File: src/verilog/soc_pkg.sv
`default_nettype none

package soc_pkg;

    localparam int unsigned DATA_WIDTH = 32;
    localparam int unsigned ADDR_WIDTH = 32;
    localparam int unsigned STRB_WIDTH = DATA_WIDTH / 8;

    localparam logic [ADDR_WIDTH-1:0] SRAM_BASE    = 32'h0002_0000;
    localparam logic [ADDR_WIDTH-1:0] SYSTICK_BASE = 32'h8000_0100;
    localparam logic [ADDR_WIDTH-1:0] SYSTICK_SIZE = 32'h0000_0010;
    localparam logic [ADDR_WIDTH-1:0] GPIO_BASE    = 32'h8000_0400;
    localparam logic [ADDR_WIDTH-1:0] GPIO_SIZE    = 32'h0000_0020;

    typedef enum logic [1:0] {
        SYSTICK_CTRL   = 2'd0,
        SYSTICK_LOAD   = 2'd1,
        SYSTICK_VALUE  = 2'd2,
        SYSTICK_STATUS = 2'd3
    } systick_reg_e;

    typedef enum logic [2:0] {
        GPIO_OUT      = 3'd0,
        GPIO_DIR      = 3'd1,
        GPIO_IN       = 3'd2,
        GPIO_IRQ_EN   = 3'd3,
        GPIO_IRQ_PEND = 3'd4
    } gpio_reg_e;

    // Unsigned wrap makes addresses below base look huge, so one compare covers both ends
    function automatic logic in_window(input logic [ADDR_WIDTH-1:0] addr,
                                       input logic [ADDR_WIDTH-1:0] base,
                                       input logic [ADDR_WIDTH-1:0] size);
        return (addr - base) < size;
    endfunction

    function automatic logic [DATA_WIDTH-1:0] strobe_mask(input logic [STRB_WIDTH-1:0] strb);
        logic [DATA_WIDTH-1:0] mask;
        for (int b = 0; b < STRB_WIDTH; b++) begin
            mask[8*b +: 8] = {8{strb[b]}};
        end
        return mask;
    endfunction

endpackage

`default_nettype wire

File: src/verilog/systick.sv
`timescale 1ns/10ps
`default_nettype none

module systick (
    input  logic                              clk_i,
    input  logic                              arst_n_i,
    input  logic                              sel_i,
    input  logic [3:0]                        addr_i,
    input  logic [soc_pkg::DATA_WIDTH-1:0]    wdata_i,
    input  logic [soc_pkg::STRB_WIDTH-1:0]    wstrb_i,
    output logic                              ready_o,
    output logic [soc_pkg::DATA_WIDTH-1:0]    rdata_o,
    output logic                              irq_o
);

    soc_pkg::systick_reg_e          reg_sel;
    logic [soc_pkg::DATA_WIDTH-1:0] wmask;
    logic [soc_pkg::DATA_WIDTH-1:0] load_next;
    logic [soc_pkg::DATA_WIDTH-1:0] rd_next;
    logic [soc_pkg::DATA_WIDTH-1:0] rdata_q;
    logic [soc_pkg::DATA_WIDTH-1:0] load_q;
    logic [soc_pkg::DATA_WIDTH-1:0] value_q;
    logic [1:0]                     ctrl_q;
    logic                           status_q;
    logic                           ready_q;
    logic                           wr_en;
    logic                           wrap;

    assign reg_sel   = soc_pkg::systick_reg_e'(addr_i[3:2]);
    assign wmask     = soc_pkg::strobe_mask(wstrb_i);
    assign wr_en     = sel_i & ready_q & (|wstrb_i);
    assign load_next = (load_q & ~wmask) | (wdata_i & wmask);
    assign wrap      = ctrl_q[0] & (value_q == '0);

    always_ff @(posedge clk_i or negedge arst_n_i) begin
        if (!arst_n_i) begin
            ready_q  <= 1'b0;
            ctrl_q   <= 2'b00;
            load_q   <= '0;
            value_q  <= '0;
            status_q <= 1'b0;
        end else begin
            ready_q <= sel_i & ~ready_q;
            if (wr_en && reg_sel == soc_pkg::SYSTICK_CTRL) begin
                ctrl_q <= (ctrl_q & ~wmask[1:0]) | (wdata_i[1:0] & wmask[1:0]);
            end
            if (wr_en && reg_sel == soc_pkg::SYSTICK_LOAD) begin
                load_q  <= load_next;
                value_q <= load_next;           // Restart the period right away
            end else if (wrap) begin
                value_q <= load_q;
            end else if (ctrl_q[0]) begin
                value_q <= value_q - 1'b1;
            end
            if (wrap) begin
                status_q <= 1'b1;               // A new wrap wins over a clear in the same cycle
            end else if (wr_en && reg_sel == soc_pkg::SYSTICK_STATUS && wmask[0] && wdata_i[0]) begin
                status_q <= 1'b0;
            end
        end
    end

    always_comb begin
        rd_next = '0;
        case (reg_sel)
            soc_pkg::SYSTICK_CTRL:   rd_next[1:0] = ctrl_q;
            soc_pkg::SYSTICK_LOAD:   rd_next      = load_q;
            soc_pkg::SYSTICK_VALUE:  rd_next      = value_q;
            soc_pkg::SYSTICK_STATUS: rd_next[0]   = status_q;
            default:                 rd_next      = '0;
        endcase
    end

    always_ff @(posedge clk_i) begin
        if (sel_i && !ready_q) begin
            rdata_q <= rd_next;
        end
    end

    assign ready_o = ready_q;
    assign rdata_o = rdata_q;
    assign irq_o   = status_q & ctrl_q[1];

endmodule

`default_nettype wire

File: config.mk
export PLATFORM = sky130hd
export DESIGN_NAME = systick
export DESIGN_NICKNAME = d
export VERILOG_FILES = /design/src/verilog/soc_pkg.sv /design/src/verilog/systick.sv
export SDC_FILE = /design/constraint.sdc
export NUM_CORES = 1
export LEC_CHECK = 0
export ABC_AREA = 1
export BUFFER_PORTS_ARGS = -buffer_cell sky130_fd_sc_hd__buf_2
export CORE_ASPECT_RATIO = 0.7
export CORE_MARGIN = 4
export CORE_UTILIZATION = 42
export DETAILED_ROUTE_END_ITERATION = 6
export MAX_ROUTING_LAYER = met4
export SYNTH_ARGS = -nofsm -noshare
export SYNTH_HDL_FRONTEND = slang
export SYNTH_SLANG_ARGS = --single-unit
File: constraint.sdc
create_clock -name clk_i -period 2.1 [get_ports clk_i]
set_input_delay 0.42 -clock clk_i [delete_from_list [all_inputs] [get_ports clk_i]]
set_output_delay 0.42 -clock clk_i [all_outputs]
set_load 0.03 [all_outputs]
==> out/results.tsv <==
metric	value	unit
Synth Area per Inst	7.39	um2
outcome	completed	
main combinational cell family by area after synthesis	simple AND/OR/NAND/NOR gates	
CTS Hold Bufs	0	
Post-synth EDFFs	32	
WL/cell	15.2	um
Skew-Pair Late Insertion Delay	0.35	ns
grt total ovfl	0	
crit end category	flop	
CTS root buf	clkbuf_16	
Max Fclk	526	MHz
Slew Viols, Final	0	
#FFs+latches synth	100	
post-CTS setup buffers	0	
post-route ant nets	0	
CTS tree	built	
total global-route track usage	0.213	
TritonRoute pass-1 iters	5	
vias in the first global route	5247	
Worst EP arrival	2.14	ns
Seq/Total Area, Yosys	0.437	
initial drt markers	433	
Min-Delay Path Class	input pin to asynchronous set/reset pin	
Post-Syn Area	6090	um2
via count	5566	
Starting Density	0.434	
Rows	36	
Max-slew headroom	0.685	
Worst R2R End	value_q[27]	
IO Port Bufs	74	
Worst-Margin Slew	0.471	ns
DRC	0	
H-tree levels	3	
Top FF cell, synth	dfrtp_1	
Die Y	109	um
synth unique cells	36	
ANT cells	0	
initial antenna violation count	0	
layout cells sized above 1	0.180	
FF-to-FF setup slack	0.20	ns
P per Cell Area	1020	nW/um2
vias per inst	5.04	
Setup-failing EPs final	0	
LEAKAGE	3.43	nW
RSZ-0062 raised after global routing	no	
CTS clock-pin slew for the worst setup and hold paths	0.06	ns
global-route wire length before repair	27400	um
Final Cycle Share	0.906	
Compound-Gate Fraction of Synth Area	0.129	
Worst Reg2Reg Path Length in Cells	11	
post-synthesis instance total	824	
Synth Area in Simple Gates	0.297	
Startpoint Class	flop	
Setup CP Type	flop to flop	
Final Hold Fails	0	
Core Box Area	14100	um2
asr flop ratio synth	0.680	
placed insts	1089	
Mapped Nets	874	
final wirelength	16700	um
Post-Synth XOR/XNOR Area	0.0201	
Post-DP HPWL	12100	um
TritonCTS Buffers	9	
largest net degree at the start of global routing	69	
Longest Clk Path Bufs	2	
die area	16500	um2
Worst Skew	0.00735	ns
CTS Sinks	100	
worst flop-to-flop path startpoint	value_q[0]	
area grow syn2layout	17.1	%
synth warn	0	
post-synthesis adder-cell area fraction	0.0144	
IO Count	77	
Max-Cap Viols	0	
Critical Path RT	2.34	ns
Die W	152	um
post-synthesis mux area share	0.0129	
final net count	960	
gpl congestion	0.955	
Peak VDD IR	441	uV
setup TNS after final layout	0	ns
Finished Layout Cells	1105	
Worst Path Max Fanout	10	
post-layout min period	1.90	ns
==> kinds of logic after synthesis <==
| kind of cell | after synthesis |
|---|---|
| AO/OA/AOI/OAI | 134 |
| XOR/XNOR | 14 |
| adder cells (fa/ha/maj) | 7 |
| flip-flops | 100 |
| multiplexers | 7 |
| AND/OR/NAND/NOR | 435 |
| buffers and inverters | 127 |
==> cells in the mapped netlist, types with 7 or more instances <==
master    instances  area share
nand2_1         269        0.17
inv_1            89       0.055
nor2_1           86       0.053
dfrtp_1          68        0.28
o21ai_0          65       0.053
nand3_1          54       0.044
a21oi_1          45       0.037
edfxtp_1         32        0.16
clkbuf_1         16      0.0099
xor2_1           11       0.016
a21oi_2          10       0.014
nand4_1           8      0.0082
buf_2             7      0.0057
ha_1              7       0.014
mux2_2            7       0.013
==> final cells by class <==
| cell class | count | area [um2] |
|---|---|---|
| fill | 1435 | 6920 |
| multi-input combinational | 597 | 2890 |
| sequential | 100 | 2660 |
| timing repair buffer | 109 | 687 |
| inverter | 93 | 349 |
| clock buffer | 14 | 254 |
| tap | 190 | 238 |
| clock inverter | 2 | 60.1 |
==> layer usage <==
layer,part of all wire,global-route usage,vias to the layer above
met5,0,-,-
met4,0.0062,0.0346,0
met3,0.050,0.0373,8
met2,0.41,0.309,150
met1,0.54,0.318,2607
li1,-,-,2801
==> flip-flops by register name (all words and copies together), names as in the netlist, named ones only <==
| register | count |
|---|---|
| load_q | 32 |
| status_q | 1 |
| ready_o | 1 |
| value_q | 32 |
| rdata_o | 32 |
==> critical path, stage by stage (launching register included) <==
cell and delay [ns]:
dfrtp_1 0.42, inv_1 0.11, ha_1 0.22, nand2_2 0.12, nor2_4 0.17, nand2_4 0.10, nor2_4 0.11, nand2_4 0.11
nand2_1 0.22, nand2_1 0.09, nand2_1 0.09, a21oi_2 0.05
==> report_power, final <==
part / switching, mW / internal [mW] / leakage, nW
Clock: 0.724 / 1.08 / 0.151
Combinational: 1.49 / 0.943 / 2.17
Sequential: 0.478 / 2.53 / 1.11
==> metrics by stage <==
stage	hold slack, ns	total power [mW]	util	instance area (um2)	setup WS (ns)
2_1_floorplan	0.124	4.64	-	6100	0.283
6_report	0.0828	7.25	0.508	7140	0.198
3_3_place_gp	0.479	5.42	0.485	6820	0.167
3_5_place_dp	0.483	5.45	0.485	6820	0.143
5_1_grt	0.133	7.76	0.508	7140	0.00389
4_1_cts	0.110	7.27	0.508	7130	0.124
==> worst max path at each step <==
stage,from,end,slack (ns),cells after the start
after CTS,value_q[0],value_q[11],0.12,11
after detailed placement,value_q[0],value_q[11],0.14,11
final,value_q[0],value_q[27],0.20,11
after floorplan,ready_o,rdata_o[0],0.28,1
after global placement,value_q[0],value_q[15],0.17,11
after global routing,value_q[0],value_q[3],0.004,11
==> placed cells by master, fill, tap and decap left out, drive strengths merged <==
master / count
dfrtp: 68
clkbuf: 14
mux2: 7
nand4: 8
o211ai: 2
a32oi: 1
nor2: 94
o21bai: 10
xor2: 11
nand3: 55
xnor2: 3
inv: 93
a21oi: 55
nand3b: 1
edfxtp: 32
nand2: 274
ha: 7
and3: 1
nor3: 1
bufinv: 2
a31o: 1
or2: 1
o21ai: 65
buf: 109
==> what timing repair did <==
item                       CTS  global route
setup endpoints to repair    0            11
hold endpoints to repair     0             0
gates resized for setup      0             1
(Power assumes the default switching activity.)
