### src/verilog/soc_pkg.sv
`default_nettype none

package soc_pkg;

    localparam int unsigned DATA_WIDTH = 32;
    localparam int unsigned ADDR_WIDTH = 32;
    localparam int unsigned STRB_WIDTH = DATA_WIDTH / 8;

    localparam logic [ADDR_WIDTH-1:0] SRAM_BASE    = 32'h0002_0000;
    localparam logic [ADDR_WIDTH-1:0] SYSTICK_BASE = 32'h8000_0100;
    localparam logic [ADDR_WIDTH-1:0] SYSTICK_SIZE = 32'h0000_0010;
    localparam logic [ADDR_WIDTH-1:0] GPIO_BASE    = 32'h8000_0400;
    localparam logic [ADDR_WIDTH-1:0] GPIO_SIZE    = 32'h0000_0020;

    typedef enum logic [1:0] {
        SYSTICK_CTRL   = 2'd0,
        SYSTICK_LOAD   = 2'd1,
        SYSTICK_VALUE  = 2'd2,
        SYSTICK_STATUS = 2'd3
    } systick_reg_e;

    typedef enum logic [2:0] {
        GPIO_OUT      = 3'd0,
        GPIO_DIR      = 3'd1,
        GPIO_IN       = 3'd2,
        GPIO_IRQ_EN   = 3'd3,
        GPIO_IRQ_PEND = 3'd4
    } gpio_reg_e;

    // Unsigned wrap makes addresses below base look huge, so one compare covers both ends
    function automatic logic in_window(input logic [ADDR_WIDTH-1:0] addr,
                                       input logic [ADDR_WIDTH-1:0] base,
                                       input logic [ADDR_WIDTH-1:0] size);
        return (addr - base) < size;
    endfunction

    function automatic logic [DATA_WIDTH-1:0] strobe_mask(input logic [STRB_WIDTH-1:0] strb);
        logic [DATA_WIDTH-1:0] mask;
        for (int b = 0; b < STRB_WIDTH; b++) begin
            mask[8*b +: 8] = {8{strb[b]}};
        end
        return mask;
    endfunction

endpackage

`default_nettype wire

### src/verilog/gpio.sv
`timescale 1ns/10ps
`default_nettype none

module gpio #(
    parameter int unsigned WIDTH = 8
) (
    input  logic                              clk_i,
    input  logic                              arst_n_i,
    input  logic                              sel_i,
    input  logic [4:0]                        addr_i,
    input  logic [soc_pkg::DATA_WIDTH-1:0]    wdata_i,
    input  logic [soc_pkg::STRB_WIDTH-1:0]    wstrb_i,
    output logic                              ready_o,
    output logic [soc_pkg::DATA_WIDTH-1:0]    rdata_o,
    output logic                              irq_o,
    input  logic [WIDTH-1:0]                  pins_i,
    output logic [WIDTH-1:0]                  pins_o,
    output logic [WIDTH-1:0]                  pins_oe_o
);

    soc_pkg::gpio_reg_e             reg_sel;
    logic [soc_pkg::DATA_WIDTH-1:0] wmask_full;
    logic [soc_pkg::DATA_WIDTH-1:0] rd_next;
    logic [soc_pkg::DATA_WIDTH-1:0] rdata_q;
    logic [WIDTH-1:0]               wmask;
    logic [WIDTH-1:0]               wbits;
    logic [WIDTH-1:0]               sync1_q;
    logic [WIDTH-1:0]               sync2_q;
    logic [WIDTH-1:0]               in_q;
    logic [WIDTH-1:0]               out_q;
    logic [WIDTH-1:0]               dir_q;
    logic [WIDTH-1:0]               ie_q;
    logic [WIDTH-1:0]               pend_q;
    logic [WIDTH-1:0]               rise;
    logic                           ready_q;
    logic                           wr_en;

    assign reg_sel    = soc_pkg::gpio_reg_e'(addr_i[4:2]);
    assign wmask_full = soc_pkg::strobe_mask(wstrb_i);
    assign wmask      = wmask_full[WIDTH-1:0];
    assign wbits      = wdata_i[WIDTH-1:0] & wmask;
    assign wr_en      = sel_i & ready_q & (|wstrb_i);
    assign rise       = sync2_q & ~in_q & ie_q;     // in_q doubles as the previous sample

    always_ff @(posedge clk_i or negedge arst_n_i) begin
        if (!arst_n_i) begin
            ready_q <= 1'b0;
            sync1_q <= '0;
            sync2_q <= '0;
            in_q    <= '0;
            out_q   <= '0;
            dir_q   <= '0;
            ie_q    <= '0;
            pend_q  <= '0;
        end else begin
            ready_q <= sel_i & ~ready_q;
            sync1_q <= pins_i;
            sync2_q <= sync1_q;
            in_q    <= sync2_q;
            if (wr_en && reg_sel == soc_pkg::GPIO_OUT) begin
                out_q <= (out_q & ~wmask) | wbits;
            end
            if (wr_en && reg_sel == soc_pkg::GPIO_DIR) begin
                dir_q <= (dir_q & ~wmask) | wbits;
            end
            if (wr_en && reg_sel == soc_pkg::GPIO_IRQ_EN) begin
                ie_q <= (ie_q & ~wmask) | wbits;
            end
            if (wr_en && reg_sel == soc_pkg::GPIO_IRQ_PEND) begin
                pend_q <= (pend_q & ~wbits) | rise;  // Write 1 clears, a fresh edge still sets
            end else begin
                pend_q <= pend_q | rise;
            end
        end
    end

    always_comb begin
        rd_next = '0;
        case (reg_sel)
            soc_pkg::GPIO_OUT:      rd_next[WIDTH-1:0] = out_q;
            soc_pkg::GPIO_DIR:      rd_next[WIDTH-1:0] = dir_q;
            soc_pkg::GPIO_IN:       rd_next[WIDTH-1:0] = in_q;
            soc_pkg::GPIO_IRQ_EN:   rd_next[WIDTH-1:0] = ie_q;
            soc_pkg::GPIO_IRQ_PEND: rd_next[WIDTH-1:0] = pend_q;
            default:                rd_next            = '0;
        endcase
    end

    always_ff @(posedge clk_i) begin
        if (sel_i && !ready_q) begin
            rdata_q <= rd_next;
        end
    end

    assign ready_o   = ready_q;
    assign rdata_o   = rdata_q;
    assign irq_o     = |pend_q;
    assign pins_o    = out_q;
    assign pins_oe_o = dir_q;

endmodule

`default_nettype wire

### config.mk
export PLATFORM = sky130hd
export DESIGN_NAME = gpio
export DESIGN_NICKNAME = d
export VERILOG_FILES = /design/src/verilog/soc_pkg.sv /design/src/verilog/gpio.sv
export SDC_FILE = /design/constraint.sdc
export NUM_CORES = 1
export LEC_CHECK = 0
export BUFFER_PORTS_ARGS = -buffer_cell sky130_fd_sc_hd__buf_2
export CAP_MARGIN = 0
export CORE_MARGIN = 1.5
export CORE_UTILIZATION = 39
export CTS_CLUSTER_DIAMETER = 120
export CTS_CLUSTER_SIZE = 30
export DETAILED_ROUTE_END_ITERATION = 16
export PLACE_DENSITY = 0.64
export SLEW_MARGIN = 30
export SYNTH_ARGS = -nofsm -noshare
export SYNTH_HDL_FRONTEND = slang
export SYNTH_SLANG_ARGS = --single-unit
export TNS_END_PERCENT = 1
### constraint.sdc
create_clock -name clk_i -period 1.6 [get_ports clk_i]
set_input_delay 0.4 -clock clk_i [delete_from_list [all_inputs] [get_ports clk_i]]
set_output_delay 0.4 -clock clk_i [all_outputs]
set_load 0.005 [all_outputs]
==> results.rst, run 1 <==
.. list-table::
   :header-rows: 1

   * - Metric
     - Value
   * - Synth Flop Type
     - sky130_fd_sc_hd__dfrtp_1
   * - Antenna diode instance count
     - 0
   * - Core Area
     - 6790 sq um
   * - Clock network fraction of total power
     - 0.324
   * - Result of the run
     - finished with violations
   * - Time the final worst path needs with I/O delays and setup
     - 1.73 ns
   * - Transition time of the tightest slew-check pin
     - 0.640 ns
   * - Setup Crit Path Kind
     - flip-flop to output port
   * - CTS root buffer
     - sky130_fd_sc_hd__clkbuf_8
   * - Instance area after placement
     - around 3100 sq um
   * - Antenna violations before repair
     - 0
   * - Tightest Hold Check Type
     - input port to asynchronous set/reset pin
   * - Summed instance area of the synthesized netlist
     - 2740 sq um
   * - Largest net degree at the start of global routing
     - 58
   * - HPWL after DPL
     - about 3900 um
   * - Async set-reset flop share out of synthesis
     - 0.877
   * - Number of storage elements in the synthesis netlist
     - 65
   * - Height of the chip
     - 86.9 um
   * - Remaining antenna violation count
     - 0
   * - Clock-pin slew on the worst setup and hold paths
     - approximately 0.060 ns
   * - Post-layout nets
     - 322
   * - Max-slew violation total from the final report
     - 0
   * - Global-route wire length before repair
     - 8740 um
   * - Number of maximum-capacitance constraint violations
     - 0
   * - Cells after Synth
     - 202
   * - Highest Clock Rate
     - 579 MHz
   * - Power density cells
     - between 1000 and 1500 nW/um^2
   * - Worst setup slack after layout
     - -0.128 ns
   * - Fraction of final layout cells sized beyond drive strength 1
     - 0.416
   * - Startpoint type of the worst setup path
     - flip-flop
   * - # H-tree levels
     - 3
   * - CTS tree
     - built
   * - Max_slew headroom
     - 0.573
   * - Logic pwr share
     - 0.134
   * - Filler cell count in the final layout
     - 629
   * - Maximum fanout along the worst path
     - 2
   * - Area growth from synthesis to layout
     - 20.7%
   * - DRC violations left
     - 0
   * - Violations in the final reports
     - negative setup slack
   * - Maximum root-to-sink buffer count
     - 2
   * - Setup repair after global routing missed its margin
     - yes
   * - Remaining global-route overflow
     - 0
   * - Die area
     - 7540 sq um
   * - Power after layout
     - 3.69 mW
   * - EDFF count, synth
     - 8
   * - Skew-Pair Late Insertion Delay
     - 0.34 ns
   * - Fraction of the yosys area taken by sequential cells
     - 0.608
   * - Total internal power
     - 2.77 mW
   * - Final std cell area, no fill
     - 3310 sq um
   * - Ratio of routed vias to standard cells
     - 4.72
   * - Element type at the critical path end
     - output port
   * - Switching power
     - 0.918 mW
   * - Cell at the slowest stage of the critical path
     - sky130_fd_sc_hd__dfrtp_1
   * - Final Hold Fails
     - 0
   * - Critical path data arrival time
     - 1.33 ns
   * - Number of setup violations in the final report
     - 1
   * - Initial DRC count
     - 123
   * - Sink Count
     - 65
   * - Share of Yosys cell area claimed by the top area cell type
     - 0.520
   * - Final estimated routing congestion in global placement
     - approximately 0.8
   * - Top post-synthesis cells by count
     - 57 x sky130_fd_sc_hd__dfrtp_1, 24 x sky130_fd_sc_hd__buf_4, 23 x sky130_fd_sc_hd__mux2_2
   * - Most frequent cell after synthesis
     - sky130_fd_sc_hd__dfrtp_1
   * - Die Span X
     - 86.9 um
   * - Critical Path, Cell by Cell
     - nor4_2 -> nand2_1 -> buf_2
   * - Vias in the first global route
     - 1726
   * - Synth top area cells
     - sky130_fd_sc_hd__dfrtp_1 52%, sky130_fd_sc_hd__mux2_2 9.4%, sky130_fd_sc_hd__edfxtp_1 8.8%
   * - Layout Utilization
     - 0.487
   * - Sequential share of power
     - 0.541
   * - Worst VDD drop
     - roughly 460 uV
   * - Cell Rows
     - 30
   * - Count of pins on the block boundary
     - 102
   * - Leakage
     - 1.57 nW
   * - Slowest stage delay, CP
     - 0.40 ns
   * - Synth area leader
     - sky130_fd_sc_hd__dfrtp_1
   * - Effective utilization at floorplan
     - 0.404
   * - Total of warnings raised by yosys
     - 0
   * - Required time at the worst-slack endpoint
     - between 1 and 1.5 ns
   * - Distinct cell type count of the synthesized netlist
     - 30
   * - All-Layer GR Usage
     - 0.160
   * - Avg WL per Cell
     - 15.3 um
   * - Number of vias after detailed routing
     - 1745
   * - Total CTS buffers
     - 9
   * - Port-buffer cells
     - 48
   * - Average footprint of a synthesized cell
     - 13.6 sq um
   * - Ratio of final minimum period to clock period
     - 1.08
   * - Wire length after detailed routing
     - 5670 um
   * - Pre-antenna DRT Iters
     - 4
   * - Count of cells along the worst register-to-register path
     - 5
   * - Switching part of the total
     - 0.249
   * - Worst clock skew on the final layout
     - 0.00903 ns
layout make-up:
class | instances | area, sq um | share of cell area
Clock buffer | 15 | 166 | 0.0503
Inverter | 8 | 30.0 | 0.00907
Multi-Input combinational cell | 120 | 926 | 0.280
Sequential cell | 65 | 1670 | 0.504
Tap cell | 96 | 120 | 0.0363
Timing Repair Buffer | 66 | 400 | 0.121
cell families (layout without fill, tap and decap cells):
logic type / Yosys count / count (layout) / synth area share
muxes: 32 / 32 / 0.142
DFF: 65 / 65 / 0.608
buffers and inverters: 40 / 89 / 0.0908
other: 1 / 24 / 0.00137
AOI/OAI and AO/OA: 32 / 32 / 0.0835
and+or+nand+nor: 32 / 32 / 0.0748
layer usage:
metal / up-vias / share of wire / global-route usage
li1: 818 / - / -
met2: 70 / 0.45 / 0.234
met5: - / 0 / 0
met1: 847 / 0.46 / 0.218
met4: 0 / 0.020 / 0.0718
met3: 10 / 0.061 / 0.0512
critical path, delay by kind of cell, from the launching register on:
| kind | cells | cell delay [ns] |
|---|---|---|
| simple gates | 2 | 0.44 |
| buf+inv | 1 | 0.15 |
| flops | 1 | 0.40 |
through the flow:
stage          hold WS (ns)  worst slack [ns]  TNS [ns]  cells
3_5_place_dp          0.335            -0.145     -1.25    354
2_1_floorplan         0.104            0.0859         0    225
4_1_cts              0.0585            -0.138    -0.138    370
3_3_place_gp          0.333            -0.105     -1.09    354
5_1_grt              0.0660            -0.159    -0.159    370
6_report             0.0517            -0.128    -0.128    370
worst paths after layout:
| kind | slack [ns] | end | from |
|---|---|---|---|
| worst max-delay path | -0.13 | irq_o | pend_q[6]$_DFF_PN0_ |
| worst min register to register | 0.35 | sync2_q[4]$_DFF_PN0_ | sync1_q[4]$_DFF_PN0_ |
| worst min-delay path | 0.05 | sync1_q[7]$_DFF_PN0_ | arst_n_i |
| min in group clk_i | 0.17 | sync1_q[3]$_DFF_PN0_ | pins_i[3] |
| max in group asynchronous | 1.29 | sync1_q[0]$_DFF_PN0_ | arst_n_i |
| worst max register to register | 0.08 | flip-flop | ready_o$_DFF_PN0_ |
cells in the final DEF (no fill, tap or decap), drive strengths merged:
| master | n |
|---|---|
| nand3b | 9 |
| nor4 | 2 |
| a21oi | 1 |
| or3 | 1 |
| a311o | 1 |
| dfrtp | 57 |
| nand4 | 1 |
| a22oi | 14 |
| mux2 | 31 |
| mux2i | 1 |
| nand2b | 2 |
| edfxtp | 8 |
| nor2b | 2 |
| o21ai | 1 |
| conb | 24 |
| o31ai | 8 |
| inv | 8 |
| buf | 66 |
| nor3 | 1 |
| nand2 | 9 |
| and2b | 1 |
| nand4b | 1 |
| nor2 | 3 |
| clkbuf | 15 |
| o22ai | 7 |
power groups by stage:
stage | Clock (mW) | Combinational, mW | Sequential (mW)
4_1_cts | 1.24 | 0.501 | 1.99
3_5_place_dp | 0 | 0.493 | 2.02
5_1_grt | 1.30 | 0.553 | 2.02
6_report | 1.20 | 0.496 | 2.00
3_3_place_gp | 0 | 0.478 | 2.02
2_1_floorplan | 0 | 0.309 | 1.99
timing repair:
item,4_1_cts,5_1_grt
buffers inserted,1,0
gates resized for setup,1,1
pin swaps,1,1
hold buffers,0,0
setup endpoints to repair,1,1
(Power assumes the default switching activity.)
==> run 2, diff against run 1 <==
--- a/config.mk
+++ b/config.mk
@@ -8,11 +8,12 @@
 export BUFFER_PORTS_ARGS = -buffer_cell sky130_fd_sc_hd__buf_2
 export CAP_MARGIN = 0
 export CORE_MARGIN = 1.5
-export CORE_UTILIZATION = 39
+export CORE_UTILIZATION = 40
 export CTS_CLUSTER_DIAMETER = 120
 export CTS_CLUSTER_SIZE = 30
 export DETAILED_ROUTE_END_ITERATION = 16
-export PLACE_DENSITY = 0.64
+export PLACE_DENSITY = 0.65
+export SETUP_SLACK_MARGIN = 0.5
 export SLEW_MARGIN = 30
 export SYNTH_ARGS = -nofsm -noshare
 export SYNTH_HDL_FRONTEND = slang
==> run 2 against run 1 <==
- the flow still finishes with violations (negative setup slack)
- largest power group unchanged
- die area shrank 2.4%
- fmax grew 0.43%
- non-clock buffer count grew 4
- sequential power is essentially flat
- critical path type unchanged
- highest routed layer unchanged
- sequential share of layout area shrank 5.4 points
- global-route usage grew 1.7 points
- count of clock-buffer cells in the layout is the same
- critical path depth is the same
- worst hold slack lost 0.0027 ns
- core utilization grew 8.4 points
- combinational power grew 32%
==> results.rst, run 2 (synthesis gave the netlist of run 1 again) <==
.. list-table::
   :header-rows: 1

   * - Metric
     - Value
   * - Result of the run
     - finished with violations
   * - Violations in the final reports
     - negative setup slack
   * - Setup Crit Path Kind
     - flip-flop to output port
   * - Initial DRC count
     - 130 (+5.7%)
   * - Number of hold-repair buffers added at the cts stage
     - 0 (unchanged)
   * - Worst clock skew on the final layout
     - 0.00764 ns (-0.00139 ns)
   * - Sink Count
     - 65 (unchanged)
   * - Ratio of final minimum period to clock period
     - 1.08 (-0.00463)
   * - Total internal power
     - 3.14 mW (+13%)
   * - Logic pwr share
     - 0.158 (+0.024)
   * - Max-slew violation total from the final report
     - 0 (unchanged)
   * - Area growth from synthesis to layout
     - 35.2%
   * - Tightest Hold Check Type
     - input port to asynchronous set/reset pin
   * - Cell at the slowest stage of the critical path
     - sky130_fd_sc_hd__dfrtp_1
   * - Worst VDD drop
     - 475 uV (+2.5%)
   * - Switching part of the total
     - 0.245 (-0.00375)
   * - HPWL after DPL
     - 3990 um (+1.3%)
   * - Filler cell count in the final layout
     - 516 (-18%)
   * - Clock-pin slew on the worst setup and hold paths
     - 0.07 ns (about the same)
   * - Required time at the worst-slack endpoint
     - 1.20 ns (about the same)
   * - Number of setup violations in the final report
     - 1 (unchanged)
   * - Maximum root-to-sink buffer count
     - 2 (unchanged)
   * - Die Span X
     - 85.8 um (-1.2%)
   * - Worst setup slack after layout
     - -0.120 ns (+0.00740 ns)
   * - Commonest non-fill, non-tap cell in the layout
     - sky130_fd_sc_hd__dfrtp_1
   * - Antenna violations before repair
     - 0 (unchanged)
   * - Skew-Pair Late Insertion Delay
     - 0.34 ns (about the same)
   * - Final std cell area, no fill
     - 3710 sq um (+12%)
   * - Post-placement setup slack
     - -0.121 ns (+0.0239 ns)
   * - Ratio of routed vias to standard cells
     - 5.05 (+7.1%)
   * - Remaining global-route overflow
     - 0 (unchanged)
   * - DRC violations left
     - 0 (unchanged)
   * - Layout Utilization
     - 0.571 (+0.0837)
   * - # H-tree levels
     - 3 (unchanged)
   * - Final Hold Fails
     - 0 (unchanged)
   * - Cell Rows
     - 29 (-3.3%)
   * - Largest net degree at the start of global routing
     - 58 (unchanged)
   * - Total CTS buffers
     - 9 (unchanged)
   * - Highest Clock Rate
     - 581 MHz (+0.43%)
   * - Element type at the critical path end
     - output port
   * - All-Layer GR Usage
     - 0.177 (+0.0173)
   * - Time the final worst path needs with I/O delays and setup
     - 1.72 ns (-0.00740 ns)
   * - Maximum fanout along the worst path
     - 3 (+1)
   * - Min Hold Slack
     - 0.0490 ns (-0.00269 ns)
   * - Count of cells along the worst register-to-register path
     - 4 (-1)
   * - Fraction of final layout cells sized beyond drive strength 1
     - 0.530 (+0.114)
   * - CTS root buffer
     - sky130_fd_sc_hd__clkbuf_8
   * - Number of maximum-capacitance constraint violations
     - 0 (unchanged)
   * - Switching power
     - 1.02 mW (+11%)
   * - Clock network fraction of total power
     - 0.357 (+0.033)
   * - Critical Path, Cell by Cell
     - nor4_2 -> nand2_1 -> buf_2
   * - Sequential share of power
     - 0.485 (-0.056)
   * - Setup repair after global routing missed its margin
     - yes
   * - Antenna diode instance count
     - 0 (unchanged)
   * - Global-route wire length before repair
     - 9650 um (+11%)
   * - Leakage
     - 1.73 nW (+10%)
   * - Core Area
     - 6490 sq um (-4.4%)
   * - Post-layout nets
     - 326 (+1.2%)
   * - Port-buffer cells
     - 48 (unchanged)
   * - Vias in the first global route
     - 1775 (+2.8%)
   * - Wire length after detailed routing
     - 6020 um (+6.1%)
   * - Effective utilization at floorplan
     - 0.422 (+0.0186)
   * - Die area
     - 7360 sq um (-2.4%)
   * - Remaining antenna violation count
     - 0 (unchanged)
   * - Height of the chip
     - 85.8 um (-1.2%)
   * - Commonest cells after routing, fill and taps aside
     - 56 x sky130_fd_sc_hd__dfrtp_1, 47 x sky130_fd_sc_hd__buf_2, 31 x sky130_fd_sc_hd__mux2_4, 24 x sky130_fd_sc_hd__conb_1
   * - Startpoint type of the worst setup path
     - flip-flop
   * - Avg WL per Cell
     - 16.9 um (+10%)
   * - Slowest stage delay, CP
     - 0.42 ns (+0.02 ns)
   * - Final estimated routing congestion in global placement
     - 0.841 (+7.0%)
   * - Number of vias after detailed routing
     - 1799 (+3.1%)
   * - Power after layout
     - 4.16 mW (+13%)
   * - Critical path data arrival time
     - 1.32 ns (about the same)
   * - Pre-antenna DRT Iters
     - 4 (unchanged)
   * - Power density cells
     - 1120 nW/um^2 (+0.63%)
   * - Instance area after placement
     - 3110 sq um (-0.28%)
   * - Count of pins on the block boundary
     - 102 (unchanged)
   * - CTS tree
     - built
-- run 2: worst paths after layout --
| check | startpoint | end | slack, ns |
|---|---|---|---|
| setup / recovery | pend_q[0]$_DFF_PN0_ | irq_o | -0.12 |
| min in group clk_i | pins_i[6] | sync1_q[6]$_DFF_PN0_ | 0.16 |
| max in group asynchronous | arst_n_i | asynchronous set/reset pin | 1.29 |
| hold reg to reg | sync1_q[7]$_DFF_PN0_ | sync2_q[7]$_DFF_PN0_ | 0.35 |
| setup reg to reg | ready_o$_DFF_PN0_ | flip-flop | 0.05 |
| hold / removal | arst_n_i | asynchronous set/reset pin | 0.05 |
-- run 2: repair_timing --
| action | CTS | global route |
|---|---|---|
| pin swaps | 22 | 32 |
| setup endpoints to repair | 70 | 74 |
| gates resized for setup | 66 | 13 |
| setup buffers | 1 | 2 |
-- run 2: critical path, delay by kind of cell, from the launching register on --
family / cells / cell delay (ns)
flip-flops: 1 / 0.42
AND/OR/NAND/NOR: 2 / 0.42
buffers and inverters: 1 / 0.14
-- run 2: per-layer routing --
metal	wire, um	share of wire	global-route usage	up-vias
li1	-	-	-	821
met1	2770	0.46	0.250	908
met2	2850	0.47	0.262	60
met3	288	0.048	0.0356	10
met4	106	0.018	0.0880	0
met5	0	0	0	-
-- run 2: area by class of cell --
| class | count | area (sq um) | area share |
|---|---|---|---|
| inverter | 8 | 30.0 | 0.00810 |
| clock inverter | 1 | 30.0 | 0.00810 |
| tap | 77 | 96.3 | 0.0260 |
| timing repair buffer | 70 | 487 | 0.131 |
| multi-input combinational | 120 | 1210 | 0.326 |
| sequential | 65 | 1670 | 0.450 |
| clock buffer | 15 | 188 | 0.0506 |
-- run 2: power by group through the flow --
stage                     Combinational (mW)  Clock [mW]  Sequential, mW
final                                  0.656        1.49            2.02
after global routing                   0.714        1.59            2.04
after CTS                              0.612        1.52            2.01
after detailed placement               0.493           0            2.03
after global placement                 0.483           0            2.02
after floorplan                        0.309           0            1.99
-- run 2: stage by stage --
step | setup TNS (ns) | cells
2_1_floorplan | 0 | 225
3_3_place_gp | -1.43 | 337
3_5_place_dp | -1.66 | 337
4_1_cts | -0.0891 | 354
5_1_grt | -0.173 | 356
6_report | -0.120 | 356
